==> src/hw/f8_pkg.sv <==
package f8_pkg;

	typedef logic [7:0] byte_t;
	typedef logic [15:0] word_t;
	typedef logic [23:0] fetch_t;

	localparam word_t RESET_PC = 16'h4000;
	localparam int INST_LEN_MAX = 3;

	// instruction length in bytes, 1 to INST_LEN_MAX
	typedef logic [$clog2(INST_LEN_MAX + 1) - 1:0] len_t;

	typedef enum logic [1:0] {
		REG_X,
		REG_Y,
		REG_Z
	} reg_sel_t;

	typedef enum logic [7:0] {
		NOP = 8'h00,
		TRAP = 8'h01,
		ADD_XL_IMM = 8'h10,
		SUB_XL_IMM = 8'h11,
		AND_XL_IMM = 8'h12,
		OR_XL_IMM = 8'h13,
		XOR_XL_IMM = 8'h14,
		CP_XL_IMM = 8'h15,
		INC_XL = 8'h18,
		DEC_XL = 8'h19,
		LD_XL_IMM = 8'h20,
		LD_XL_DIR = 8'h21,
		LD_DIR_XL = 8'h22,
		LDW_Y_IMM = 8'h30,
		ADDW_Y_IMM = 8'h31,
		LDW_DIR_Y = 8'h32,
		JR = 8'h40,
		JRZ = 8'h41,
		JRNZ = 8'h42,
		JRC = 8'h43,
		JRNC = 8'h44
	} opcode_t;

	typedef enum logic [3:0] {
		ALU_ADD,
		ALU_SUB,
		ALU_AND,
		ALU_OR,
		ALU_XOR,
		ALU_INC,
		ALU_DEC,
		ALU_PASS,
		ALU_ADDW,
		ALU_PASSW
	} alu_op_t;

	// second operand; SRC_ACC feeds the accumulator itself, used by stores
	typedef enum logic [1:0] {
		SRC_IMM8,
		SRC_IMM16,
		SRC_MEM8,
		SRC_ACC
	} src_t;

	typedef enum logic [2:0] {
		BR_NONE,
		BR_ALWAYS,
		BR_IF_Z,
		BR_IF_NZ,
		BR_IF_C,
		BR_IF_NC
	} branch_t;

	typedef struct packed {
		logic c;
		logic z;
		logic n;
	} flags_t;

	localparam flags_t FLAGS_NONE = '{c: 1'b0, z: 1'b0, n: 1'b0};
	localparam flags_t FLAGS_ZN = '{c: 1'b0, z: 1'b1, n: 1'b1};
	localparam flags_t FLAGS_CZN = '{c: 1'b1, z: 1'b1, n: 1'b1};

	typedef struct packed {
		alu_op_t alu_op;
		src_t src;
		logic wide;
		logic [1:0] reg_we;
		reg_sel_t reg_dst;
		logic [1:0] mem_we;
		flags_t flag_mask;
		len_t len;
		branch_t branch;
		logic trap;
	} ctrl_t;

	typedef struct packed {
		word_t result;
		flags_t flags;
	} alu_out_t;

endpackage

==> src/hw/f8_core.sv <==
module f8_core
	import f8_pkg::*;
(
	input logic clk,
	input logic reset,
	output word_t iread_addr,
	input fetch_t iread_data,
	output word_t dread_addr,
	input word_t dread_data,
	output word_t dwrite_addr,
	output word_t dwrite_data,
	output logic [1:0] dwrite_en,
	output logic trap
);

	ctrl_t ctrl;
	alu_out_t result;
	word_t x;
	word_t y;
	flags_t flags;
	word_t pc;
	word_t abs_addr;

	// bytes 1 and 2, little-endian
	assign abs_addr = iread_data[23:8];

	assign iread_addr = pc;
	assign dread_addr = abs_addr;
	assign dwrite_addr = abs_addr;
	assign dwrite_data = result.result;
	assign dwrite_en = reset ? 2'b00 : ctrl.mem_we;
	assign trap = !reset && ctrl.trap;

	f8_fetch u_fetch (
		.clk(clk),
		.reset(reset),
		.ctrl(ctrl),
		.offset(iread_data[15:8]),
		.flags(flags),
		.pc(pc)
	);

	f8_decode u_decode (
		.inst(iread_data),
		.ctrl(ctrl)
	);

	f8_execute u_execute (
		.ctrl(ctrl),
		.inst(iread_data),
		.x(x),
		.y(y),
		.dread_data(dread_data),
		.flags(flags),
		.result(result)
	);

	// z has no reader among the kept instructions
	f8_writeback u_writeback (
		.clk(clk),
		.reset(reset),
		.ctrl(ctrl),
		.result(result),
		.x(x),
		.y(y),
		.z(),
		.flags(flags)
	);

endmodule

==> src/hw/f8_decode.sv <==
module f8_decode
	import f8_pkg::*;
(
	input fetch_t inst,
	output ctrl_t ctrl
);

	opcode_t op;

	assign op = opcode_t'(inst[7:0]);

	always_comb
	begin
		// defaults describe a NOP
		ctrl = '0;
		ctrl.alu_op = ALU_PASS;
		ctrl.src = SRC_ACC;
		ctrl.reg_dst = REG_X;
		ctrl.flag_mask = FLAGS_NONE;
		ctrl.len = len_t'(1);
		ctrl.branch = BR_NONE;

		case (op)
			TRAP:
				ctrl.trap = 1'b1;
			ADD_XL_IMM, SUB_XL_IMM, CP_XL_IMM:
			begin
				ctrl.alu_op = (op == ADD_XL_IMM) ? ALU_ADD : ALU_SUB;
				ctrl.src = SRC_IMM8;
				// compare only drops the write to XL
				ctrl.reg_we = (op == CP_XL_IMM) ? 2'b00 : 2'b01;
				ctrl.flag_mask = FLAGS_CZN;
				ctrl.len = len_t'(2);
			end
			AND_XL_IMM, OR_XL_IMM, XOR_XL_IMM:
			begin
				if (op == AND_XL_IMM)
					ctrl.alu_op = ALU_AND;
				else if (op == OR_XL_IMM)
					ctrl.alu_op = ALU_OR;
				else
					ctrl.alu_op = ALU_XOR;
				ctrl.src = SRC_IMM8;
				ctrl.reg_we = 2'b01;
				ctrl.flag_mask = FLAGS_ZN;
				ctrl.len = len_t'(2);
			end
			INC_XL, DEC_XL:
			begin
				ctrl.alu_op = (op == INC_XL) ? ALU_INC : ALU_DEC;
				ctrl.reg_we = 2'b01;
				ctrl.flag_mask = FLAGS_CZN;
			end
			LD_XL_IMM:
			begin
				ctrl.src = SRC_IMM8;
				ctrl.reg_we = 2'b01;
				ctrl.len = len_t'(2);
			end
			LD_XL_DIR:
			begin
				ctrl.src = SRC_MEM8;
				ctrl.reg_we = 2'b01;
				ctrl.len = len_t'(3);
			end
			LD_DIR_XL:
			begin
				ctrl.mem_we = 2'b01;
				ctrl.len = len_t'(3);
			end
			LDW_Y_IMM, ADDW_Y_IMM:
			begin
				ctrl.alu_op = (op == ADDW_Y_IMM) ? ALU_ADDW : ALU_PASSW;
				ctrl.src = SRC_IMM16;
				ctrl.wide = 1'b1;
				ctrl.reg_we = 2'b11;
				ctrl.reg_dst = REG_Y;
				ctrl.flag_mask = (op == ADDW_Y_IMM) ? FLAGS_CZN : FLAGS_NONE;
				ctrl.len = len_t'(3);
			end
			LDW_DIR_Y:
			begin
				ctrl.alu_op = ALU_PASSW;
				ctrl.wide = 1'b1;
				ctrl.mem_we = 2'b11;
				ctrl.len = len_t'(3);
			end
			JR, JRZ, JRNZ, JRC, JRNC:
			begin
				case (op)
					JRZ: ctrl.branch = BR_IF_Z;
					JRNZ: ctrl.branch = BR_IF_NZ;
					JRC: ctrl.branch = BR_IF_C;
					JRNC: ctrl.branch = BR_IF_NC;
					default: ctrl.branch = BR_ALWAYS;
				endcase
				ctrl.len = len_t'(2);
			end
			default:
				ctrl.len = len_t'(1);
		endcase
	end

endmodule

==> src/hw/f8_execute.sv <==
module f8_execute
	import f8_pkg::*;
(
	input ctrl_t ctrl,
	input fetch_t inst,
	input word_t x,
	input word_t y,
	input word_t dread_data,
	input flags_t flags,
	output alu_out_t result
);

	byte_t a8;
	byte_t b8;
	byte_t add_b;
	logic add_cin;
	logic [8:0] sum8;
	word_t a16;
	word_t b16;
	logic [16:0] sum16;
	byte_t res8;

	// operand a is XL for byte ops, Y for word ops
	assign a8 = x[7:0];
	assign a16 = y;

	always_comb
	begin
		case (ctrl.src)
			SRC_IMM8: b8 = inst[15:8];
			SRC_IMM16: b8 = inst[15:8];
			SRC_MEM8: b8 = dread_data[7:0];
			default: b8 = a8;
		endcase

		case (ctrl.src)
			SRC_IMM8: b16 = {8'h00, inst[15:8]};
			SRC_IMM16: b16 = inst[23:8];
			SRC_MEM8: b16 = {8'h00, dread_data[7:0]};
			default: b16 = a16;
		endcase
	end

	// one byte adder; subtraction is a + ~b + 1 so carry set means no borrow
	always_comb
	begin
		case (ctrl.alu_op)
			ALU_SUB: {add_b, add_cin} = {~b8, 1'b1};
			ALU_INC: {add_b, add_cin} = {8'h01, 1'b0};
			ALU_DEC: {add_b, add_cin} = {8'hfe, 1'b1};
			default: {add_b, add_cin} = {b8, 1'b0};
		endcase
	end

	assign sum8 = {1'b0, a8} + {1'b0, add_b} + 9'(add_cin);
	assign sum16 = {1'b0, a16} + {1'b0, b16};

	always_comb
	begin
		case (ctrl.alu_op)
			ALU_AND: res8 = a8 & b8;
			ALU_OR: res8 = a8 | b8;
			ALU_XOR: res8 = a8 ^ b8;
			ALU_PASS: res8 = b8;
			default: res8 = sum8[7:0];
		endcase

		result.flags.c = flags.c;
		case (ctrl.alu_op)
			ALU_ADD, ALU_SUB, ALU_INC, ALU_DEC: result.flags.c = sum8[8];
			ALU_ADDW: result.flags.c = sum16[16];
			default: result.flags.c = flags.c;
		endcase

		if (ctrl.alu_op == ALU_ADDW)
			result.result = sum16[15:0];
		else if (ctrl.alu_op == ALU_PASSW)
			result.result = b16;
		else
			result.result = {8'h00, res8};

		// z and n over the operation width
		if (ctrl.wide)
		begin
			result.flags.z = (result.result == 16'h0000);
			result.flags.n = result.result[15];
		end
		else
		begin
			result.flags.z = (res8 == 8'h00);
			result.flags.n = res8[7];
		end
	end

endmodule

==> src/hw/f8_fetch.sv <==
module f8_fetch
	import f8_pkg::*;
(
	input logic clk,
	input logic reset,
	input ctrl_t ctrl,
	input byte_t offset,
	input flags_t flags,
	output word_t pc
);

	logic taken;
	word_t next_pc;

	always_comb
	begin
		case (ctrl.branch)
			BR_ALWAYS: taken = 1'b1;
			BR_IF_Z: taken = flags.z;
			BR_IF_NZ: taken = !flags.z;
			BR_IF_C: taken = flags.c;
			BR_IF_NC: taken = !flags.c;
			default: taken = 1'b0;
		endcase
	end

	// trap parks the core on its own address
	always_comb
	begin
		if (ctrl.trap)
			next_pc = pc;
		else if (taken)
			next_pc = pc + {{8{offset[7]}}, offset};
		else
			next_pc = pc + word_t'(ctrl.len);
	end

	always_ff @(posedge clk)
	begin
		if (reset)
			pc <= RESET_PC;
		else
			pc <= next_pc;
	end

endmodule

==> src/hw/f8_writeback.sv <==
module f8_writeback
	import f8_pkg::*;
(
	input logic clk,
	input logic reset,
	input ctrl_t ctrl,
	input alu_out_t result,
	output word_t x,
	output word_t y,
	output word_t z,
	output flags_t flags
);

	word_t regs [3];
	flags_t flags_q;
	flags_t next_flags;

	assign x = regs[REG_X];
	assign y = regs[REG_Y];
	assign z = regs[REG_Z];
	assign flags = flags_q;

	// separate low and high byte writes
	always_ff @(posedge clk)
	begin
		for (int i = 0; i < 2; i++)
		begin
			if (ctrl.reg_we[i])
				regs[ctrl.reg_dst][i * 8 +: 8] <= result.result[i * 8 +: 8];
		end
	end

	// masked flag update
	always_comb
	begin
		next_flags = flags_q;
		if (ctrl.flag_mask.c)
			next_flags.c = result.flags.c;
		if (ctrl.flag_mask.z)
			next_flags.z = result.flags.z;
		if (ctrl.flag_mask.n)
			next_flags.n = result.flags.n;
	end

	always_ff @(posedge clk)
	begin
		if (reset)
			flags_q <= FLAGS_NONE;
		else
			flags_q <= next_flags;
	end

endmodule
==> config.mk <==
export PLATFORM = sky130hd
export DESIGN_NAME = f8_core
export DESIGN_NICKNAME = d
export VERILOG_FILES = /design/src/hw/f8_pkg.sv /design/src/hw/f8_core.sv /design/src/hw/f8_decode.sv /design/src/hw/f8_execute.sv /design/src/hw/f8_fetch.sv /design/src/hw/f8_writeback.sv
export SDC_FILE = /design/constraint.sdc
export NUM_CORES = 1
export LEC_CHECK = 0
export BUFFER_PORTS_ARGS = -buffer_cell sky130_fd_sc_hd__buf_2
export CAP_MARGIN = 10
export CORE_ASPECT_RATIO = 0.7
export CORE_MARGIN = 4
export CORE_UTILIZATION = 57
export CTS_CLUSTER_DIAMETER = 60
export CTS_CLUSTER_SIZE = 10
export DETAILED_ROUTE_END_ITERATION = 12
export PLACE_DENSITY = 0.83
export SLEW_MARGIN = 10
export SYNTH_ARGS = -nofsm -noshare
export SYNTH_HDL_FRONTEND = slang
export SYNTH_SLANG_ARGS = --single-unit
==> constraint.sdc <==
create_clock -name clk -period 7.2 [get_ports clk]
set_input_delay 1.44 -clock clk [delete_from_list [all_inputs] [get_ports clk]]
set_output_delay 1.44 -clock clk [all_outputs]
set_load 0.02 [all_outputs]
# After elaboration in Yosys (flattened, before gate mapping)
# Memories as Yosys holds them, arrays and structs flattened.
# Index checks and enable logic that the tools add are counted.
dict set report totals {
  in_bits 42
  memories 1
  reg_bits 18
  out_inout_bits 67
  mem_bits_rw 48
}
# memory words width read_ports rd_clocked_by_memory_dff wr line_no
set memory_table {}
lappend memory_table {u_writeback.regs 3 16 2 0 1 f8_writeback.sv:14} ;# word_t regs [3];
dict set report classes {
  n_addsub 5
  reduce_logical 24
  eq_ne 36
  bitwise_logic 4
  muxes 34
}
# cell n
set ops {}
lappend ops {{equality test 8 x 5 -> 1 bit (second input constant)} 8}
lappend ops {{equality test 8 x 6 -> 1 bit (second input constant)} 6}
lappend ops {{2-to-1 mux 16 bit} 3}
lappend ops {{one-hot mux 16 bit (3 select lines)} 1}
lappend ops {{equality test 8 x 7 -> 1 bit (second input constant)} 5}
lappend ops {{one-hot mux 8 bit (4 select lines)} 1}
lappend ops {{one-hot mux 8 bit (3 select lines)} 1}
lappend ops {{one-hot mux 4 bit (5 select lines)} 1}
lappend ops {{adder 16 x 16 -> 17 bit} 1}
lappend ops {{adder 16 bit} 1}
lappend ops {{adder 16 x 2 -> 16 bit} 1}
lappend ops {{equality test 4 x 3 -> 1 bit (second input constant)} 4}
lappend ops {{logical NOT 16 bit} 1}
lappend ops {{one-hot mux 8 bit (2 select lines)} 1}
lappend ops {{OR reduction 5 bit} 3}
lappend ops {{OR reduction 7 bit} 2}
lappend ops {{2-to-1 mux 3 bit} 4}
lappend ops {{one-hot mux 2 bit (3 select lines)} 2}
lappend ops {{one-hot mux 3 bit (4 select lines)} 1}
lappend ops {{OR reduction 12 bit} 1}
lappend ops {{2-to-1 mux 1 bit} 11}
lappend ops {{adder 8 x 8 -> 9 bit} 1}
lappend ops {{adder 9 x 1 -> 9 bit} 1}
lappend ops {{one-hot mux 3 bit (3 select lines)} 1}
lappend ops {{other kinds (27)} 41}

# Depth between registers and ports, before layout
dict set report depth {
  word_depth 15
  ltp_mapped 22
  depth_no_buf 19
}

# Modules after synthesis
# A second synthesis with hierarchy kept.
dict set report hier_totals {
  cells_unflattened 714
  hier_area_um2 6231.0
}
# mod n_inst seq_area_each_um2 cells_per_inst area_each_um2
set by_module_without_submodules {}
lappend by_module_without_submodules {f8_execute 1 0.0 374 2553.7}
lappend by_module_without_submodules {f8_writeback 1 1501.4 63 1592.8}
lappend by_module_without_submodules {f8_fetch 1 320.3 156 1300.0}
lappend by_module_without_submodules {f8_decode 1 0.0 86 525.5}
lappend by_module_without_submodules {f8_core 1 0.0 35 259.0}

# Worst setup path before layout
# No wires, ideal clock.
dict set report synth_path {
  kind {input port to output port}
  start {in iread_data[5]}
  end {out dwrite_data[6]}
  path_buffers 4
  slack_ps 427
  stages 20
  arrival_ps 5333
  cell_sequence {buf_2 -> or4b_1 -> buf_2 -> nor3_4 -> buf_2 -> nor3_1 -> a21oi_1 -> mux2i_1 -> nor2_1 -> fa_1 -> inv_1 -> fa_1 -> a211oi_1 -> o21bai_1 -> a21oi_1 -> xnor2_1 -> a221o_1 -> o211ai_1 -> nand2_1 -> buf_4}
}
# element line_no
set synth_lines {}
lappend synth_lines {{from (decl)} f8_core.sv:7} ;# input fetch_t iread_data,
lappend synth_lines {{to (decl)} f8_core.sv:11} ;# output word_t dwrite_data,

# Worst setup path after layout
dict set report layout_path {
  start {in iread_data[5]}
  end {out dwrite_data[6]}
}
dict set report layout_between {
  elab_chain_cells 13
  elab_cells_between_ends 53
}
# element line_no
set layout_lines {}
lappend layout_lines {{equality test 8 x 5 -> 1 bit (tied with other cells)} f8_decode.sv:23} ;# case (op)
lappend layout_lines {{OR reduction 7 bit (no line) or OR reduction 2 bit (tied branches)} n/a}
lappend layout_lines {{one-hot mux 2 bit (3 select lines)} f8_decode.sv:23}
lappend layout_lines {{equality test 2 x 1 -> 1 bit or logical NOT 2 bit (tied branches)} {f8_execute.sv:29, f8_execute.sv:36}}
lappend layout_lines {{OR reduction 2 bit (no line)} n/a}
lappend layout_lines {{one-hot mux 8 bit (2 select lines)} f8_execute.sv:29} ;# case (ctrl.src)
lappend layout_lines {{NOT 8 bit} f8_execute.sv:48} ;# ALU_SUB: {add_b, add_cin} = {~b8, 1'b1};
lappend layout_lines {{one-hot mux 8 bit (3 select lines)} f8_execute.sv:47} ;# case (ctrl.alu_op)
lappend layout_lines {{adder 8 x 8 -> 9 bit} f8_execute.sv:55} ;# assign sum8 = {1'b0, a8} + {1'b0, add_b} + 9'(add_cin);
lappend layout_lines {{adder 9 x 1 -> 9 bit} f8_execute.sv:55}
lappend layout_lines {{one-hot mux 8 bit (4 select lines)} f8_execute.sv:60} ;# case (ctrl.alu_op)
lappend layout_lines {{2-to-1 mux 16 bit} f8_execute.sv:77} ;# else if (ctrl.alu_op == ALU_PASSW)
lappend layout_lines {{2-to-1 mux 16 bit (*)} f8_execute.sv:75} ;# if (ctrl.alu_op == ALU_ADDW)
# Every way passes the cells marked *; elsewhere a longest branch is shown, timed or not.

==> flow_metrics.tcl <==
set metrics [dict create \
    tritoncts "built" \
    postSynth.topFlopCell "sky130_fd_sc_hd__edfxtp_1" \
    grt_pass1_vias 5109 \
    fin_crit_sh 0.978 \
    critPathMaxFanout 15 \
    yosysUniqueCellTypes 68 \
    synth.cells.most_frequent "sky130_fd_sc_hd__a21oi_1 (66), sky130_fd_sc_hd__ha_1 (54), sky130_fd_sc_hd__nor2_1 (54)" \
    route.vias.total 5621 \
    timing.max_cap.violations 0 \
    detail-route-antenna-nets 0 \
    port_buffers 100 \
    chipHeight_um 88.9 \
    worst_setup_path_end_kind "output pin" \
    layoutNonFillerInstCount 858 \
    worst_margin_slew_ns 0.853 \
    timing.clock.skew_ns 0.00490 \
    grt_max_degree 26 \
    ys_top_cells_by_area "sky130_fd_sc_hd__edfxtp_1 (14%), sky130_fd_sc_hd__ha_1 (13%), sky130_fd_sc_hd__dfxtp_1 (6.8%)" \
    drt-initial-drc-count 716 \
    buffer_cell_driving_the_clock_tree_root "sky130_fd_sc_hd__clkbuf_16" \
    filler_cell_count 787 \
    vias_per_cell 6.55 \
    critical-path-top-delay-family "simple AND/OR/NAND/NOR gates" \
    setup.worst_path.start_class "input pin" \
    antenna_found_initial 0 \
    totalNegativeSetupSlack_ns 0 \
    clock_tree.buffer_depth 2 \
    clk_latency_ns 0.30 \
    ys_seq_elements 42 \
    final_layout_size_suffix_gt1_frac 0.214 \
    globalplace.congestion 0.963 \
    yosys.area.top_type "sky130_fd_sc_hd__edfxtp_1" \
    count_of_flip_flops_with_a_built_in_enable_after_synthesis 24 \
    timing.max_slew.rel_slack 0.430 \
    synth.yosys.seq_area_share 0.203 \
    netlist_area_mm2 0.00533 \
    worstHoldPathType "reg -> reg" \
    detail_route.wirelength_um 16300 \
    cp_data_arrival_time_ns 5.60 \
    required_ns 5.76 \
    setup_ws_ns 0.162 \
    yosysWarningCount 0 \
    worst_path_max_delay_cell "sky130_fd_sc_hd__or4b_1" \
    p_leak_nw 2.66 \
    clk_pin_slew_worst_paths_ns 0.07 \
    cp_slowest_stage_delay_ns 0.62 \
    clkSinkCount 42 \
    irDropWorstVdd_mv 0.0701 \
    grt_pass1_wl_um 25200 \
    rsz0062_at_grt "false" \
    global_route.overflow_total 0 \
    p_per_area_mw_per_mm2 115 \
    cts_made_buffers 5 \
    ios 109 \
    finalCriticalPeriod_ns 7.04 \
    postCtsHoldBufs 0 \
    dp_hpwl_um 12600 \
    setup-violations-final 0 \
    library_cell_with_the_highest_instance_count_after_synthesis "sky130_fd_sc_hd__a21oi_1" \
    avgSynthCellArea_um2 7.80 \
    synthesis.instances 683 \
    cts.htree.levels 2 \
    drtPass1Iterations 7 \
    achievable-frequency_mhz 142 \
    initial_utilization 0.588 \
    track_usage 0.291 \
    crit_chain "buf_2 > or4b_1 > buf_4 > or4_4 > a21oi_1 > nor2_1 > fa_1 > inv_1 > fa_1 > a211oi_2 > o21bai_1 > a21oi_2 > xnor2_1 > a221o_1 > o211ai_1 > nand2_1 > buf_2" \
    worstPathBufferInverterCount 4 \
    syn-num-nets 783 \
    rows 29 \
    drc_errors 0 \
    coreArea_mm2 0.00907 \
    async_set_or_reset_flop_fraction_in_the_synthesized_netlist 0 \
    yosys.area.top_type_share 0.135 \
    worst_setup_slack_after_placement_ns 0.165 \
    wire_per_inst_um 19.0 \
    finish.net_count 833 \
    outcome "completed" \
    hold_viol 0 \
    die_w_um 124 \
    layout-area-overhead-vs-synth_pct 9.20 \
    hold-worst-slack_ns 0.472 \
    die_area_mm2 0.0110 \
    critical_path_class "in -> out" \
    finalMaxSlewViolations 0 \
    n_antenna_cell 0 \
    cell_count_after_placement 850 \
]
metal layers:
metal | global-route usage | routed length (um)
met1 | 0.410 | 6890
met2 | 0.453 | 7110
met3 | 0.0531 | 1940
met4 | 0.0935 | 375
met5 | 0 | 0
area by class of cell:
class,count,area [um2],share of cell area
multi-input combinational,525,3620,0.622
tap,124,155,0.0267
clock inverter,2,10.0,0.00172
inverter,32,120,0.0206
sequential,42,1080,0.186
timing repair buffer,127,703,0.121
clock buffer,6,129,0.0221
stage by stage:
step	instance area (um2)	utilization	power (mW)
final	5820	0.642	0.670
after detailed placement	5670	0.625	0.437
after floorplan	5330	-	0.397
after CTS	5800	0.640	0.667
after global placement	5670	0.625	0.431
after global routing	5820	0.642	0.697
cell usage in the layout, fill, tap and decap left out, types with 7 or more instances in the layout:
cell type / synthesis / final
sky130_fd_sc_hd__o21ai_0: 28 / 27
sky130_fd_sc_hd__nor3_1: 28 / 28
sky130_fd_sc_hd__a22oi_1: 10 / 10
sky130_fd_sc_hd__nand3_1: 24 / 24
sky130_fd_sc_hd__a21oi_1: 66 / 65
sky130_fd_sc_hd__xnor2_1: 20 / 20
sky130_fd_sc_hd__a211oi_1: 12 / 11
sky130_fd_sc_hd__a21o_1: 10 / 10
sky130_fd_sc_hd__edfxtp_1: 24 / 24
sky130_fd_sc_hd__buf_4: 48 / 27
sky130_fd_sc_hd__nand2_1: 51 / 51
sky130_fd_sc_hd__o22ai_1: 16 / 16
sky130_fd_sc_hd__dfxtp_1: 18 / 18
sky130_fd_sc_hd__a31oi_1: 7 / 7
sky130_fd_sc_hd__buf_2: 10 / 100
sky130_fd_sc_hd__nor2_1: 54 / 54
sky130_fd_sc_hd__ha_1: 54 / 54
sky130_fd_sc_hd__mux2i_1: 13 / 12
sky130_fd_sc_hd__and2_1: 11 / 11
sky130_fd_sc_hd__inv_1: 32 / 32
sky130_fd_sc_hd__o21bai_1: 10 / 10
worst paths after layout:
check	cells after the start	slack (ns)	from	end
min reg2reg	2	0.47	u_fetch.pc[9]	u_fetch.pc[9]
max	17	0.16	iread_data[5]	dwrite_data[6]
max reg2reg	15	3.03	u_writeback.flags[1]	u_fetch.pc[15]
min	2	0.47	u_fetch.pc[9]	u_fetch.pc[9]
registers in the layout (all words and copies together), names as in the netlist:
register,count
u_writeback.regs,24
u_writeback.flags,2
u_fetch.pc,16
power by group:
part	switching [mW]	total, mW	leakage (nW)	internal (mW)
clock network	0.105	0.233	0.0706	0.128
registers	0.00481	0.263	0.372	0.258
logic	0.110	0.175	2.22	0.0649
repair_timing:
action                                  4_1_cts  5_1_grt
buffers inserted                              0        0
endpoints found under the setup margin        0        2
resized for setup                             0        5
logic make-up after synthesis:
kind of cell    after synthesis  synth area share
compound gates              207             0.254
fa+ha+maj                    58             0.142
xor+xnor                     25            0.0411
flops                        42             0.203
buf+inv                     116             0.121
simple gates                221             0.213
mux                          14            0.0265
worst min-delay path, cell delays in order (launching register included):
cell and delay (ns):
sky130_fd_sc_hd__dfxtp_1 0.32, sky130_fd_sc_hd__nand2_1 0.05, sky130_fd_sc_hd__a21oi_1 0.05
No activity file was read; power rests on OpenSTA's default activity.
